**config.mk**
```make
export PLATFORM = sky130hd
export DESIGN_NAME = trng_top
export DESIGN_NICKNAME = d
export VERILOG_FILES = /design/src/source/trng_pkg.sv /design/src/source/entropy_collector.sv /design/src/source/conditioner.sv /design/src/source/output_buffer.sv /design/src/source/trng_top.sv
export SDC_FILE = /design/constraint.sdc
export NUM_CORES = 1
export LEC_CHECK = 0
export BUFFER_PORTS_ARGS = -buffer_cell sky130_fd_sc_hd__buf_2
export CELL_PAD_IN_SITES_DETAIL_PLACEMENT = 1
export CELL_PAD_IN_SITES_GLOBAL_PLACEMENT = 2
export CORE_MARGIN = 2
export CORE_UTILIZATION = 45
export DETAILED_ROUTE_END_ITERATION = 6
export GPL_TIMING_DRIVEN = 0
export PLACE_DENSITY_LB_ADDON = 0.25
export SYNTH_ARGS = -nofsm -noshare
export SYNTH_HDL_FRONTEND = slang
export SYNTH_SLANG_ARGS = --single-unit
```
**constraint.sdc**
```tcl
create_clock -name clk -period 3.46 [get_ports clk]
set_input_delay 0.346 -clock clk [delete_from_list [all_inputs] [get_ports clk]]
set_output_delay 0.346 -clock clk [all_outputs]
set_load 0.05 [all_outputs]
```
**src/source/trng_pkg.sv**
```systemverilog
// TRNG shared definitions
// Widths, CRC constants, health limits and the FSM encodings

package trng_pkg;

    // --------------------
    // Sizes and limits
    localparam int RAW_WIDTH  = 32;    // Bits per packed entropy word
    localparam int SEED_WIDTH = 32;    // Bits per conditioned seed
    localparam int BYTE_WIDTH = 8;     // Host output slice
    localparam int COND_WORDS = 2;     // Raw words compressed into one seed
    localparam int RCT_LIMIT  = 24;    // Run of equal bits that fails the source
    localparam int BUF_DEPTH  = 4;     // Seed FIFO entries

    // --------------------
    // Vector types
    typedef logic [RAW_WIDTH-1:0]  raw_word_t;
    typedef logic [SEED_WIDTH-1:0] seed_t;
    typedef logic [BYTE_WIDTH-1:0] rand_byte_t;
    typedef logic [5:0]            bit_cnt_t;    // Counts 0..32, also run length

    // CRC-32, non-reflected
    localparam seed_t CRC_POLY = 32'h04C1_1DB7;
    localparam seed_t CRC_INIT = 32'hFFFF_FFFF;   // Register value out of reset

    // --------------------
    // Encodings
    typedef enum logic {
        REQ_BYTE = 1'b0,    // Low byte only
        REQ_WORD = 1'b1     // All four bytes, LSB first
    } rand_req_t;

    typedef enum logic {
        COND_IDLE  = 1'b0,
        COND_SHIFT = 1'b1
    } cond_state_t;

    typedef enum logic [1:0] {SERVE_IDLE, SERVE_WAIT, SERVE_SEND} serve_state_t;

endpackage

```
**src/source/entropy_collector.sv**
```systemverilog
// Entropy collector
// Samples strobed raw bits, packs them MSB first into 32-bit words
// and runs the repetition-count health test on the bit stream
`timescale 1ns/1ps

module entropy_collector (
    input  logic                clk,
    input  logic                rst_n_i,
    input  logic                entropy_bit_i,     // Raw bit from the source
    input  logic                entropy_strobe_i,  // Bit is valid this cycle
    output logic                raw_valid_o,       // One cycle, word is complete
    output trng_pkg::raw_word_t raw_word_o,
    output logic                health_fail_o      // Sticky until reset
);

    trng_pkg::raw_word_t pack_q;       // Packing shift register
    trng_pkg::bit_cnt_t  bit_cnt;      // Bits in the current word
    trng_pkg::bit_cnt_t  run_cnt;      // Length of the current run, 0 = no bit yet
    logic                prev_bit;     // Last sampled bit
    logic                same_bit;
    logic                rct_trip;
    logic                word_done;

    // --------------------
    // Health test decode
    assign same_bit  = (run_cnt != '0) && (entropy_bit_i == prev_bit);
    assign rct_trip  = entropy_strobe_i && same_bit
                     && (int'(run_cnt) == trng_pkg::RCT_LIMIT - 1);
    assign word_done = entropy_strobe_i
                     && (bit_cnt == trng_pkg::bit_cnt_t'(trng_pkg::RAW_WIDTH - 1));

    // Packing path, payload only
    always_ff @(posedge clk) begin
        if (entropy_strobe_i) begin
            pack_q   <= {pack_q[trng_pkg::RAW_WIDTH-2:0], entropy_bit_i};  // MSB first
            prev_bit <= entropy_bit_i;    // Masked by run_cnt == 0 after reset
        end
    end

    always_ff @(posedge clk) begin
        if (!rst_n_i) begin
            bit_cnt       <= '0;
            run_cnt       <= '0;
            raw_valid_o   <= 1'b0;
            health_fail_o <= 1'b0;
        end else begin
            // Word strobe, only from a healthy source
            raw_valid_o <= word_done && !health_fail_o && !rct_trip;

            if (entropy_strobe_i) begin
                if (word_done)
                    bit_cnt <= '0;
                else
                    bit_cnt <= bit_cnt + 1'b1;

                // Repetition count, saturates at the limit
                if (!same_bit)
                    run_cnt <= trng_pkg::bit_cnt_t'(1);
                else if (int'(run_cnt) < trng_pkg::RCT_LIMIT)
                    run_cnt <= run_cnt + 1'b1;
            end

            if (rct_trip)
                health_fail_o <= 1'b1;    // Latched failure
        end
    end

    assign raw_word_o = pack_q;    // Complete while raw_valid_o is high

endmodule

```
**src/source/conditioner.sv**
```systemverilog
// Entropy conditioner
// Feeds raw words bit-serially into a chained CRC-32 register and
// publishes the register as a seed after every COND_WORDS words
`timescale 1ns/1ps

module conditioner (
    input  logic                clk,
    input  logic                rst_n_i,
    input  logic                raw_valid_i,   // One cycle, word from collector
    input  trng_pkg::raw_word_t raw_word_i,
    output logic                seed_valid_o,  // One cycle, seed_o is fresh
    output trng_pkg::seed_t     seed_o
);

    trng_pkg::cond_state_t                      state;
    trng_pkg::raw_word_t                        shreg;      // Word being absorbed
    trng_pkg::bit_cnt_t                         shift_cnt;
    trng_pkg::seed_t                            crc_q;      // Never cleared between seeds
    trng_pkg::seed_t                            crc_next;
    logic [$clog2(trng_pkg::COND_WORDS)-1:0]    word_cnt;   // Words absorbed into this seed
    logic                                       last_shift;
    logic                                       feedback;

    // --------------------
    // CRC step, shift left and fold in the poly on mismatch
    assign feedback   = crc_q[trng_pkg::SEED_WIDTH-1] ^ shreg[trng_pkg::RAW_WIDTH-1];
    assign crc_next   = {crc_q[trng_pkg::SEED_WIDTH-2:0], 1'b0}
                      ^ (feedback ? trng_pkg::CRC_POLY : '0);
    assign last_shift = (shift_cnt == trng_pkg::bit_cnt_t'(trng_pkg::RAW_WIDTH - 1));

    always_ff @(posedge clk) begin
        if (!rst_n_i) begin
            state        <= trng_pkg::COND_IDLE;
            shift_cnt    <= '0;
            word_cnt     <= '0;
            crc_q        <= trng_pkg::CRC_INIT;
            seed_valid_o <= 1'b0;
        end else begin
            seed_valid_o <= 1'b0;
            case (state)
                trng_pkg::COND_IDLE: begin
                    if (raw_valid_i) begin
                        state     <= trng_pkg::COND_SHIFT;
                        shift_cnt <= '0;
                    end
                end
                trng_pkg::COND_SHIFT: begin
                    crc_q     <= crc_next;    // One input bit per cycle
                    shift_cnt <= shift_cnt + 1'b1;
                    if (last_shift) begin
                        // Word finished, count it toward the seed
                        if (int'(word_cnt) == trng_pkg::COND_WORDS - 1) begin
                            word_cnt     <= '0;
                            seed_valid_o <= 1'b1;    // crc_q holds the seed next cycle
                        end else begin
                            word_cnt <= word_cnt + 1'b1;
                        end
                        shift_cnt <= '0;
                        // Back-to-back word lands on the final shift cycle
                        if (!raw_valid_i)
                            state <= trng_pkg::COND_IDLE;
                    end
                end
                default: state <= trng_pkg::COND_IDLE;
            endcase
        end
    end

    // Shift register loads on a word strobe, else drains MSB first
    always_ff @(posedge clk) begin
        if (raw_valid_i)
            shreg <= raw_word_i;
        else if (state == trng_pkg::COND_SHIFT)
            shreg <= {shreg[trng_pkg::RAW_WIDTH-2:0], 1'b0};
    end

    assign seed_o = crc_q;

endmodule

```
**src/source/output_buffer.sv**
```systemverilog
// Seed output buffer
// Small circular FIFO of seeds plus a request server that returns
// one byte or a whole word, one byte per cycle, LSB first
`timescale 1ns/1ps

module output_buffer (
    input  logic                 clk,
    input  logic                 rst_n_i,
    input  logic                 seed_valid_i,     // One cycle, new seed
    input  trng_pkg::seed_t      seed_i,
    input  logic                 rand_req_i,       // Host request pulse
    input  trng_pkg::rand_req_t  rand_req_type_i,
    output trng_pkg::rand_byte_t rand_byte_o,
    output logic                 rand_valid_o,
    output logic                 seed_drop_o       // One cycle, FIFO was full
);

    trng_pkg::seed_t                          fifo_mem [trng_pkg::BUF_DEPTH];
    logic [$clog2(trng_pkg::BUF_DEPTH)-1:0]   wr_ptr;
    logic [$clog2(trng_pkg::BUF_DEPTH)-1:0]   rd_ptr;
    logic [$clog2(trng_pkg::BUF_DEPTH):0]     fill_cnt;
    logic                                     fifo_full;
    logic                                     fifo_empty;
    logic                                     push;
    logic                                     pop;

    trng_pkg::serve_state_t                   state;
    trng_pkg::rand_req_t                      req_type;   // Captured at accept
    trng_pkg::seed_t                          out_word;   // Popped word being sent
    logic [$clog2(trng_pkg::SEED_WIDTH/trng_pkg::BYTE_WIDTH)-1:0] byte_idx;

    // --------------------
    // Seed FIFO
    assign fifo_full  = (int'(fill_cnt) == trng_pkg::BUF_DEPTH);
    assign fifo_empty = (fill_cnt == '0);
    assign push       = seed_valid_i && !fifo_full;   // Overflow drops the seed
    assign pop        = !fifo_empty
                      && ((state == trng_pkg::SERVE_IDLE && rand_req_i)
                          || state == trng_pkg::SERVE_WAIT);

    always_ff @(posedge clk) begin
        if (push)
            fifo_mem[wr_ptr] <= seed_i;
    end

    always_ff @(posedge clk) begin
        if (!rst_n_i) begin
            wr_ptr      <= '0;
            rd_ptr      <= '0;
            fill_cnt    <= '0;
            seed_drop_o <= 1'b0;
        end else begin
            seed_drop_o <= seed_valid_i && fifo_full;
            if (push) wr_ptr <= wr_ptr + 1'b1;    // Pointers wrap at the power of two
            if (pop)  rd_ptr <= rd_ptr + 1'b1;
            case ({push, pop})
                2'b10:   fill_cnt <= fill_cnt + 1'b1;
                2'b01:   fill_cnt <= fill_cnt - 1'b1;
                default: fill_cnt <= fill_cnt;
            endcase
        end
    end

    // --------------------
    // Request server
    always_ff @(posedge clk) begin
        if (!rst_n_i) begin
            state    <= trng_pkg::SERVE_IDLE;
            req_type <= trng_pkg::REQ_BYTE;
            byte_idx <= '0;
        end else begin
            case (state)
                trng_pkg::SERVE_IDLE: begin
                    if (rand_req_i) begin
                        req_type <= rand_req_type_i;
                        byte_idx <= '0;
                        state    <= pop ? trng_pkg::SERVE_SEND : trng_pkg::SERVE_WAIT;
                    end
                end
                trng_pkg::SERVE_WAIT: begin
                    if (pop) state <= trng_pkg::SERVE_SEND;   // Seed showed up
                end
                trng_pkg::SERVE_SEND: begin
                    // Byte request ends after byte 0, rest of word is lost
                    if (req_type == trng_pkg::REQ_BYTE || &byte_idx)
                        state <= trng_pkg::SERVE_IDLE;
                    else
                        byte_idx <= byte_idx + 1'b1;
                end
                default: state <= trng_pkg::SERVE_IDLE;
            endcase
        end
    end

    always_ff @(posedge clk) begin
        if (pop)
            out_word <= fifo_mem[rd_ptr];    // Head word, payload only
    end

    assign rand_valid_o = (state == trng_pkg::SERVE_SEND);
    assign rand_byte_o  = rand_valid_o
                        ? out_word[trng_pkg::BYTE_WIDTH*byte_idx +: trng_pkg::BYTE_WIDTH]
                        : '0;

endmodule

```
**src/source/trng_top.sv**
```systemverilog
// TRNG top level
// Collector, conditioner and output buffer chained with plain strobes
`timescale 1ns/1ps

module trng_top (
    input  logic                 clk,
    input  logic                 rst_n_i,           // Synchronous, active low
    input  logic                 entropy_bit_i,
    input  logic                 entropy_strobe_i,
    input  logic                 rand_req_i,        // Host request pulse
    input  trng_pkg::rand_req_t  rand_req_type_i,
    output trng_pkg::rand_byte_t rand_byte_o,
    output logic                 rand_valid_o,
    output logic                 health_fail_o,     // Source failed, sticky
    output logic                 seed_drop_o        // Seed lost to a full FIFO
);

    // --------------------
    // Internal links
    logic                raw_valid;     // Collector to conditioner
    trng_pkg::raw_word_t raw_word;
    logic                seed_valid;    // Conditioner to buffer
    trng_pkg::seed_t     seed;

    entropy_collector i_collector (
        .clk              (clk),
        .rst_n_i          (rst_n_i),
        .entropy_bit_i    (entropy_bit_i),
        .entropy_strobe_i (entropy_strobe_i),
        .raw_valid_o      (raw_valid),
        .raw_word_o       (raw_word),
        .health_fail_o    (health_fail_o)
    );

    conditioner i_conditioner (
        .clk          (clk),
        .rst_n_i      (rst_n_i),
        .raw_valid_i  (raw_valid),
        .raw_word_i   (raw_word),
        .seed_valid_o (seed_valid),
        .seed_o       (seed)
    );

    output_buffer i_buffer (
        .clk             (clk),
        .rst_n_i         (rst_n_i),
        .seed_valid_i    (seed_valid),
        .seed_i          (seed),
        .rand_req_i      (rand_req_i),
        .rand_req_type_i (rand_req_type_i),
        .rand_byte_o     (rand_byte_o),
        .rand_valid_o    (rand_valid_o),
        .seed_drop_o     (seed_drop_o)
    );

endmodule

```
==> results of run 1 <==
## how the worst max path moves through the flow
stage / from / end
after floorplan: i_buffer.fill_cnt[0] / i_buffer.fill_cnt[2]
after global placement: i_buffer.fill_cnt[0] / i_buffer.fill_cnt[2]
after detailed placement: i_buffer.fill_cnt[2] / i_buffer.fill_cnt[2]
after CTS: i_buffer.fill_cnt[2] / i_buffer.fill_cnt[2]
after global routing: i_buffer.fill_cnt[0] / i_buffer.fill_cnt[2]
final: i_buffer.fill_cnt[2] / i_buffer.fill_cnt[2]
## power by group through the flow
| stage | Combinational [mW] | Clock, mW | Sequential, mW |
|---|---|---|---|
| final | 0.0582 | 3.07 | 3.78 |
| after global routing | 0.0665 | 3.28 | 3.78 |
| after CTS | 0.0604 | 3.15 | 3.78 |
| after detailed placement | 0.0592 | 0 | 3.85 |
| after global placement | 0.0560 | 0 | 3.85 |
| after floorplan | 0.0331 | 0 | 3.84 |
## logic make-up after synthesis
logic type | share of synthesized area
AOI/OAI and AO/OA | 0.0183
DFF | 0.730
muxes | 0.148
adders and majority gates | 0.0131
buffers and inverters | 0.0141
xor gates and xnor gates | 0.0204
and+or+nand+nor | 0.0555
## per-layer routing
| metal | routed length, um | vias to the layer above |
|---|---|---|
| met5 | 0 | - |
| met4 | 402 | 0 |
| met3 | 625 | 30 |
| met2 | 10500 | 73 |
| met1 | 8690 | 2773 |
| li1 | - | 2512 |
## sequential cells by signal (all words and copies together), names as in the netlist, 3 cells and up
register,count
i_collector.run_cnt,6
i_collector.bit_cnt,6
i_conditioner.shreg,32
i_collector.raw_word_o,32
i_buffer.out_word,32
i_conditioner.seed_o,32
i_buffer.fill_cnt,3
i_conditioner.shift_cnt,6
i_buffer.fifo_mem,128
## worst min-delay path: stages
cell	delay, ps
buf_2	90
nand2_1	40
a21oi_1	50
## stage by stage
step	cell area, sq um	util	total power, mW
6_report	12600	0.521	6.90
5_1_grt	12600	0.521	7.13
4_1_cts	12600	0.520	6.99
3_5_place_dp	11600	0.480	3.91
3_3_place_gp	11600	0.477	3.90
2_1_floorplan	11100	-	3.88
## cell type report
type                    count  area (sq um)  share of cell area
repair buffers             22           198              0.0157
inverters                  10          37.5             0.00297
well taps                 324           405              0.0321
flip-flops and latches    292          8090               0.640
clock inverters             4          45.0             0.00357
multi-input cells         299          2840               0.225
clock buffers              51           901              0.0713
plain buffers              28           119             0.00941
## timing repair
item                      CTS  global route
hold buffers                1             0
buffers inserted            0             0
hold endpoints to repair    1             0
## cell usage in the layout (no fill, tap or decap), drive strengths merged, types with 10 or more instances in the layout
cell | netlist | routed
dfxtp | 68 | 68
a21oi | 16 | 16
edfxtp | 224 | 224
clkbuf | 16 | 67
inv | 10 | 10
nor2 | 28 | 28
buf | 12 | 33
nand2 | 38 | 38
mux2i | 38 | 38
nor2b | 11 | 11
ha | 10 | 10
xnor2 | 19 | 19
mux2 | 32 | 32
mux4 | 40 | 40
==> flow_summary.toml, run 1 <==
[synthesis]
synth.yosys.seq_area_share = 0.730
yosys_warnings = 0
post_synthesis_cell_count = 629
synth_commonest_cells = "224 x edfxtp_1, 68 x dfxtp_1, 40 x mux4_2"
synth.avg_cell_area_sq_um = 17.6
yosysTopAreaCellShare = 0.607
yosysMostFrequentCell = "edfxtp_1"
synth.lib_cells_used.distinct = 47
synth.area.top_cells = "edfxtp_1 61%, dfxtp_1 12%, mux4_2 8.1%"
synth.ff_latch_count = 292
synth_area_sq_um = 11100
syn_nets = 646
postSynth.topFlopCell = "edfxtp_1"
synth-edff-count = 224
yosys.area.top_type = "edfxtp_1"
ys_async_sr_fraction = 0

[power_and_ir_drop]
p_sw_frac = 0.188
share_comb_of_total_power = 0.008
power.density_cell_area_nw_per_um2 = 546
power.internal_mw = 5.60
power_switching_mw = 1.30
clkPwrFrac = 0.444
sequential_share_of_power = 0.547
ir_worst_vdd_v = 0.000336
leak_nw = 4.33

[clocking]
cts.sinks = 292
cts_root_buffer_type = "clkbuf_16"
max-clock-path-buffers = 3
clk_pin_slew_ps = 60
cts_inserted_buffers = 30
h-tree-depth = 1
cts_tree = "built"
cts.repair.resized = 0
worst_skew_pair.late_latency_ps = 540

[sta]
hold_slack_ps = 53.4
max_slew_margin = 0.364
clock-skew-final_ps = 9.04
setup-violations-final = 0
pnr_worst_setup_slack_ps = 623
worst_slew_pin_slew_ps = 955
final_critical_delay_including_setup_and_external_delays_ps = 2840
final.setup.tns_ps = 0
timing_hold_violations_final = 0
fmax_mhz = 353
unrepaired_setup_endpoints_after_global_routing = "false"
slew_violations = 0
fin_crit_sh = 0.820

[global_route]
groute.usage.overall = 0.164
first_pass_grt_wire_length_um = 32900
global_route_hottest_layer = "met2"
use_met1 = 0.212
vias_in_the_first_global_route = 5873
grt_start_max_net_pins = 35
grt-ovfl-total = 0
grt_use_met2 = 0.289
global_route.usage.met3 = 0.0276
grt_antenna_before_repair = 0

[final_layout]
layout.cells.non_filler = 1030
fillers = 2241
antenna_cells = 0
fin_nets = 700
layout_cells_sized_above_1 = 0.220
layout-area-overhead-vs-synth_pct = 14.0

[placed_design]
gp_routability_congestion = 0.691
hpwl_um = 12900
worst_slack_placed_ps = 613
post-place-cells = 973
number_of_input_and_output_port_buffers_inserted = 16

[die]
die_h_um = 161
initial_utilization = 0.457
floorplan.die.width_um = 161
floorplan.rows = 57
dieArea_sq_um = 25900
io-pin-count = 17
floorplan.core_area_sq_um = 24200

[critical_path]
critical-path-top-delay-family = "simple AND/OR/NAND/NOR gates"
critPathRequiredTime_ps = 3920
critical_path.cell_chain = "or3_1, and2_2, ha_1, fa_1, xnor2_1, or3_1, a21oi_1"
delay_contributed_by_the_slowest_stage_of_the_critical_path_ps = 500
worst_path_arrival_ps = 3290
timing.rr.end = "i_buffer.fill_cnt[2]"
critical_path.n_buffers_inverters = 0
largest_fanout_on_the_critical_path = 34
critPathMostFrequentCell = "or3_1"
critical_path.reg2reg.startpoint = "i_buffer.fill_cnt[2]"
critical_path_endpoint_category = "flop"
r2r_setup_slack_ps = 620
critical_path_cell_count = 7
worst_setup_path_start_kind = "flop"
critPathKind = "flop to flop"
rr_worst_depth = 7
cp_slowest_cell = "and2_2"

[worst_hold_path]
min_delay_worst_endpoint = "i_buffer.req_type"
min-delay-start = "rand_req_type_i"
worstHoldPathType = "input pin to flop"
timing.hold.worst_path_depth = 3

[routing]
drt_pass1_iterations = 5
drc = 0
drtIter0Drc = 287
detail_route.vias_per_cell = 5.23
via_count = 5388
route.antenna.remaining_nets = 0
detail_route.wirelength_um = 20200
wl_per_cell_um = 19.6

[status]
run_status = "finished clean"

[run]
cap_viol_max_count = 0
(Power assumes the default switching activity.)
==> run 2, diff against run 1 <==
- clock period: 3.46 -> 2.8 ns (I/O delays scaled with it)
==> run 2 against run 1 <==
Core utilization about the same. Power increased by 24%. Global-route usage about the same. Non-clock buffer count increased by 1. Largest cell class unchanged. Register-to-register slack got worse by 400 ps. Worst hold slack got worse by 6.4 ps.
==> flow_summary.toml, run 2 (same netlist as run 1, synthesis figures left out) <==
[sta]
max_slew_margin = 0.499
fmax_mhz = 388
setup-violations-final = 0
slew_violations = 0
final_critical_delay_including_setup_and_external_delays_ps = 2580
fin_crit_sh = 0.921
worst_slew_pin_slew_ps = 751
pnr_worst_setup_slack_ps = 222
unrepaired_setup_endpoints_after_global_routing = "false"
clock-skew-final_ps = 7.43
timing_hold_violations_final = 0
hold_slack_ps = 47.0

[critical_path]
critical_path.endpoint = "i_buffer.fill_cnt[2]"
critical_path_endpoint_category = "flop"
cp_slowest_cell = "or3_1"
critPathRequiredTime_ps = 3260
largest_fanout_on_the_critical_path = 34
worst_path_arrival_ps = 3030
worst_setup_path_start_kind = "flop"
critical_path.reg2reg.startpoint = "i_buffer.fill_cnt[2]"
critPathMostFrequentCell = "or3_1"
timing.rr.end = "i_buffer.fill_cnt[2]"
critical_path.cell_chain = "or3_1, and2_4, ha_1, fa_1, xnor2_1, or3_1, a21oi_1"
critical_path.n_buffers_inverters = 0
critPathLaunch = "i_buffer.fill_cnt[2]"
delay_contributed_by_the_slowest_stage_of_the_critical_path_ps = 430
critical-path-top-delay-family = "simple AND/OR/NAND/NOR gates"
rr_worst_depth = 7
critical_path_cell_count = 7
r2r_setup_slack_ps = 220
critPathKind = "flop to flop"

[power_and_ir_drop]
sequential_share_of_power = 0.547
share_comb_of_total_power = 0.009
clkPwrFrac = 0.444
leak_nw = 4.34
power_switching_mw = 1.60
power.internal_mw = 6.93
p_sw_frac = 0.188
ir_worst_vdd_v = 0.000415
power.density_cell_area_nw_per_um2 = 675
finalPower_mw = 8.53

[routing]
drc = 0
route.antenna.remaining_nets = 0
drtIter0Drc = 295
drt_pass1_iterations = 4
detail_route.vias_per_cell = 5.23
detail_route.wirelength_um = 20200
via_count = 5394
wl_per_cell_um = 19.6

[clocking]
cts.sinks = 292
worst_skew_pair.late_latency_ps = 540
max-clock-path-buffers = 3
cts_tree = "built"
clk_pin_slew_ps = 60
cts_root_buffer_type = "clkbuf_16"
postCtsSetupBuffers = 0
cts_inserted_buffers = 30
h-tree-depth = 1

[die]
initial_utilization = 0.457
floorplan.die.width_um = 161
floorplan.core_area_sq_um = 24200
die_h_um = 161
floorplan.rows = 57
dieArea_sq_um = 25900
io-pin-count = 17

[final_layout]
mostFrequentLayoutCells = "224 x edfxtp_1, 68 x dfxtp_1, 40 x mux4_2"
largest_register_ffs = 128
layout.cells.non_filler = 1031
layout_cells_sized_above_1 = 0.219
stdcell_area_sq_um = 12600
ff_latch_area_sq_um = 8090
multi_input_gate_area_in_the_final_layout_sq_um = 2840
final_common_cell = "edfxtp_1"
layout-area-overhead-vs-synth_pct = 14.1
fillers = 2239
fin_nets = 701
max_flop_register = "i_buffer.fifo_mem"
antenna_cells = 0

[status]
run_status = "finished clean"

[worst_hold_path]
min-delay-start = "rst_n_i"
worstHoldPathType = "input pin to flop"

[placed_design]
detailed_place.area_sq_um = 11600
number_of_input_and_output_port_buffers_inserted = 16
worst_slack_placed_ps = -47.1
post-place-cells = 973
gp_routability_congestion = 0.691
hpwl_um = 12900

[global_route]
first_pass_grt_wire_length_um = 32900
grt-ovfl-total = 0
grt_antenna_before_repair = 0
grt_start_max_net_pins = 35
vias_in_the_first_global_route = 5876
groute.usage.overall = 0.164

[run]
cap_viol_max_count = 0
[run 2: cell count changes in the layout (fill, tap and decap cells not counted)]
cell,previous run,this run
and2_2,6,5
dlygate4sd3_1,1,2
and2_4,0,1
[run 2: power groups by stage]
| stage | clock network, mW | logic, mW | registers (mW) |
|---|---|---|---|
| after floorplan | 0 | 0.0409 | 4.75 |
| after global placement | 0 | 0.0693 | 4.75 |
| final | 3.79 | 0.0729 | 4.67 |
| after detailed placement | 0 | 0.0732 | 4.76 |
| after CTS | 3.89 | 0.0758 | 4.67 |
| after global routing | 4.06 | 0.0836 | 4.67 |
[run 2: worst min path at each step]
| stage | end | slack [ps] | cells after the start |
|---|---|---|---|
| after global routing | i_collector.bit_cnt[5] | 60 | 3 |
| after floorplan | i_collector.raw_word_o[0] | 380 | 0 |
| after global placement | i_collector.raw_word_o[16] | 420 | 0 |
| after CTS | i_collector.bit_cnt[5] | 20 | 3 |
| final | i_collector.bit_cnt[5] | 50 | 3 |
| after detailed placement | i_collector.raw_word_o[29] | 430 | 0 |
[run 2: through the flow]
stage | TNS (ps) | util
2_1_floorplan | 0 | -
3_3_place_gp | -8770 | 0.477
3_5_place_dp | -47.1 | 0.480
4_1_cts | 0 | 0.520
5_1_grt | 0 | 0.521
6_report | 0 | 0.521
[run 2: layout make-up]
type,instances,share of cell area
repair buffers,23,0.0164
clock buffers,51,0.0713
inverters,10,0.00297
clock inverters,4,0.00356
well taps,324,0.0321
flip-flops and latches,292,0.640
plain buffers,28,0.00940
multi-input cells,299,0.224
[run 2: repair_timing]
action | CTS | global route
gates resized for setup | 1 | 0
hold endpoints to repair | 2 | 0
endpoints found under the setup margin | 1 | 0
hold buffers | 2 | 0
[run 2: worst min-delay path, stage by stage]
cell,delay (ps)
buf_2,130
nand2b_1,90
nor2_1,50
[run 2: metal layers]
layer  global-route usage  share of wire  up-vias
met5                    0              0        -
met4               0.0398          0.019        0
met3               0.0276          0.035       28
met2                0.289           0.52       76
met1                0.212           0.43     2777
li1                     -              -     2513
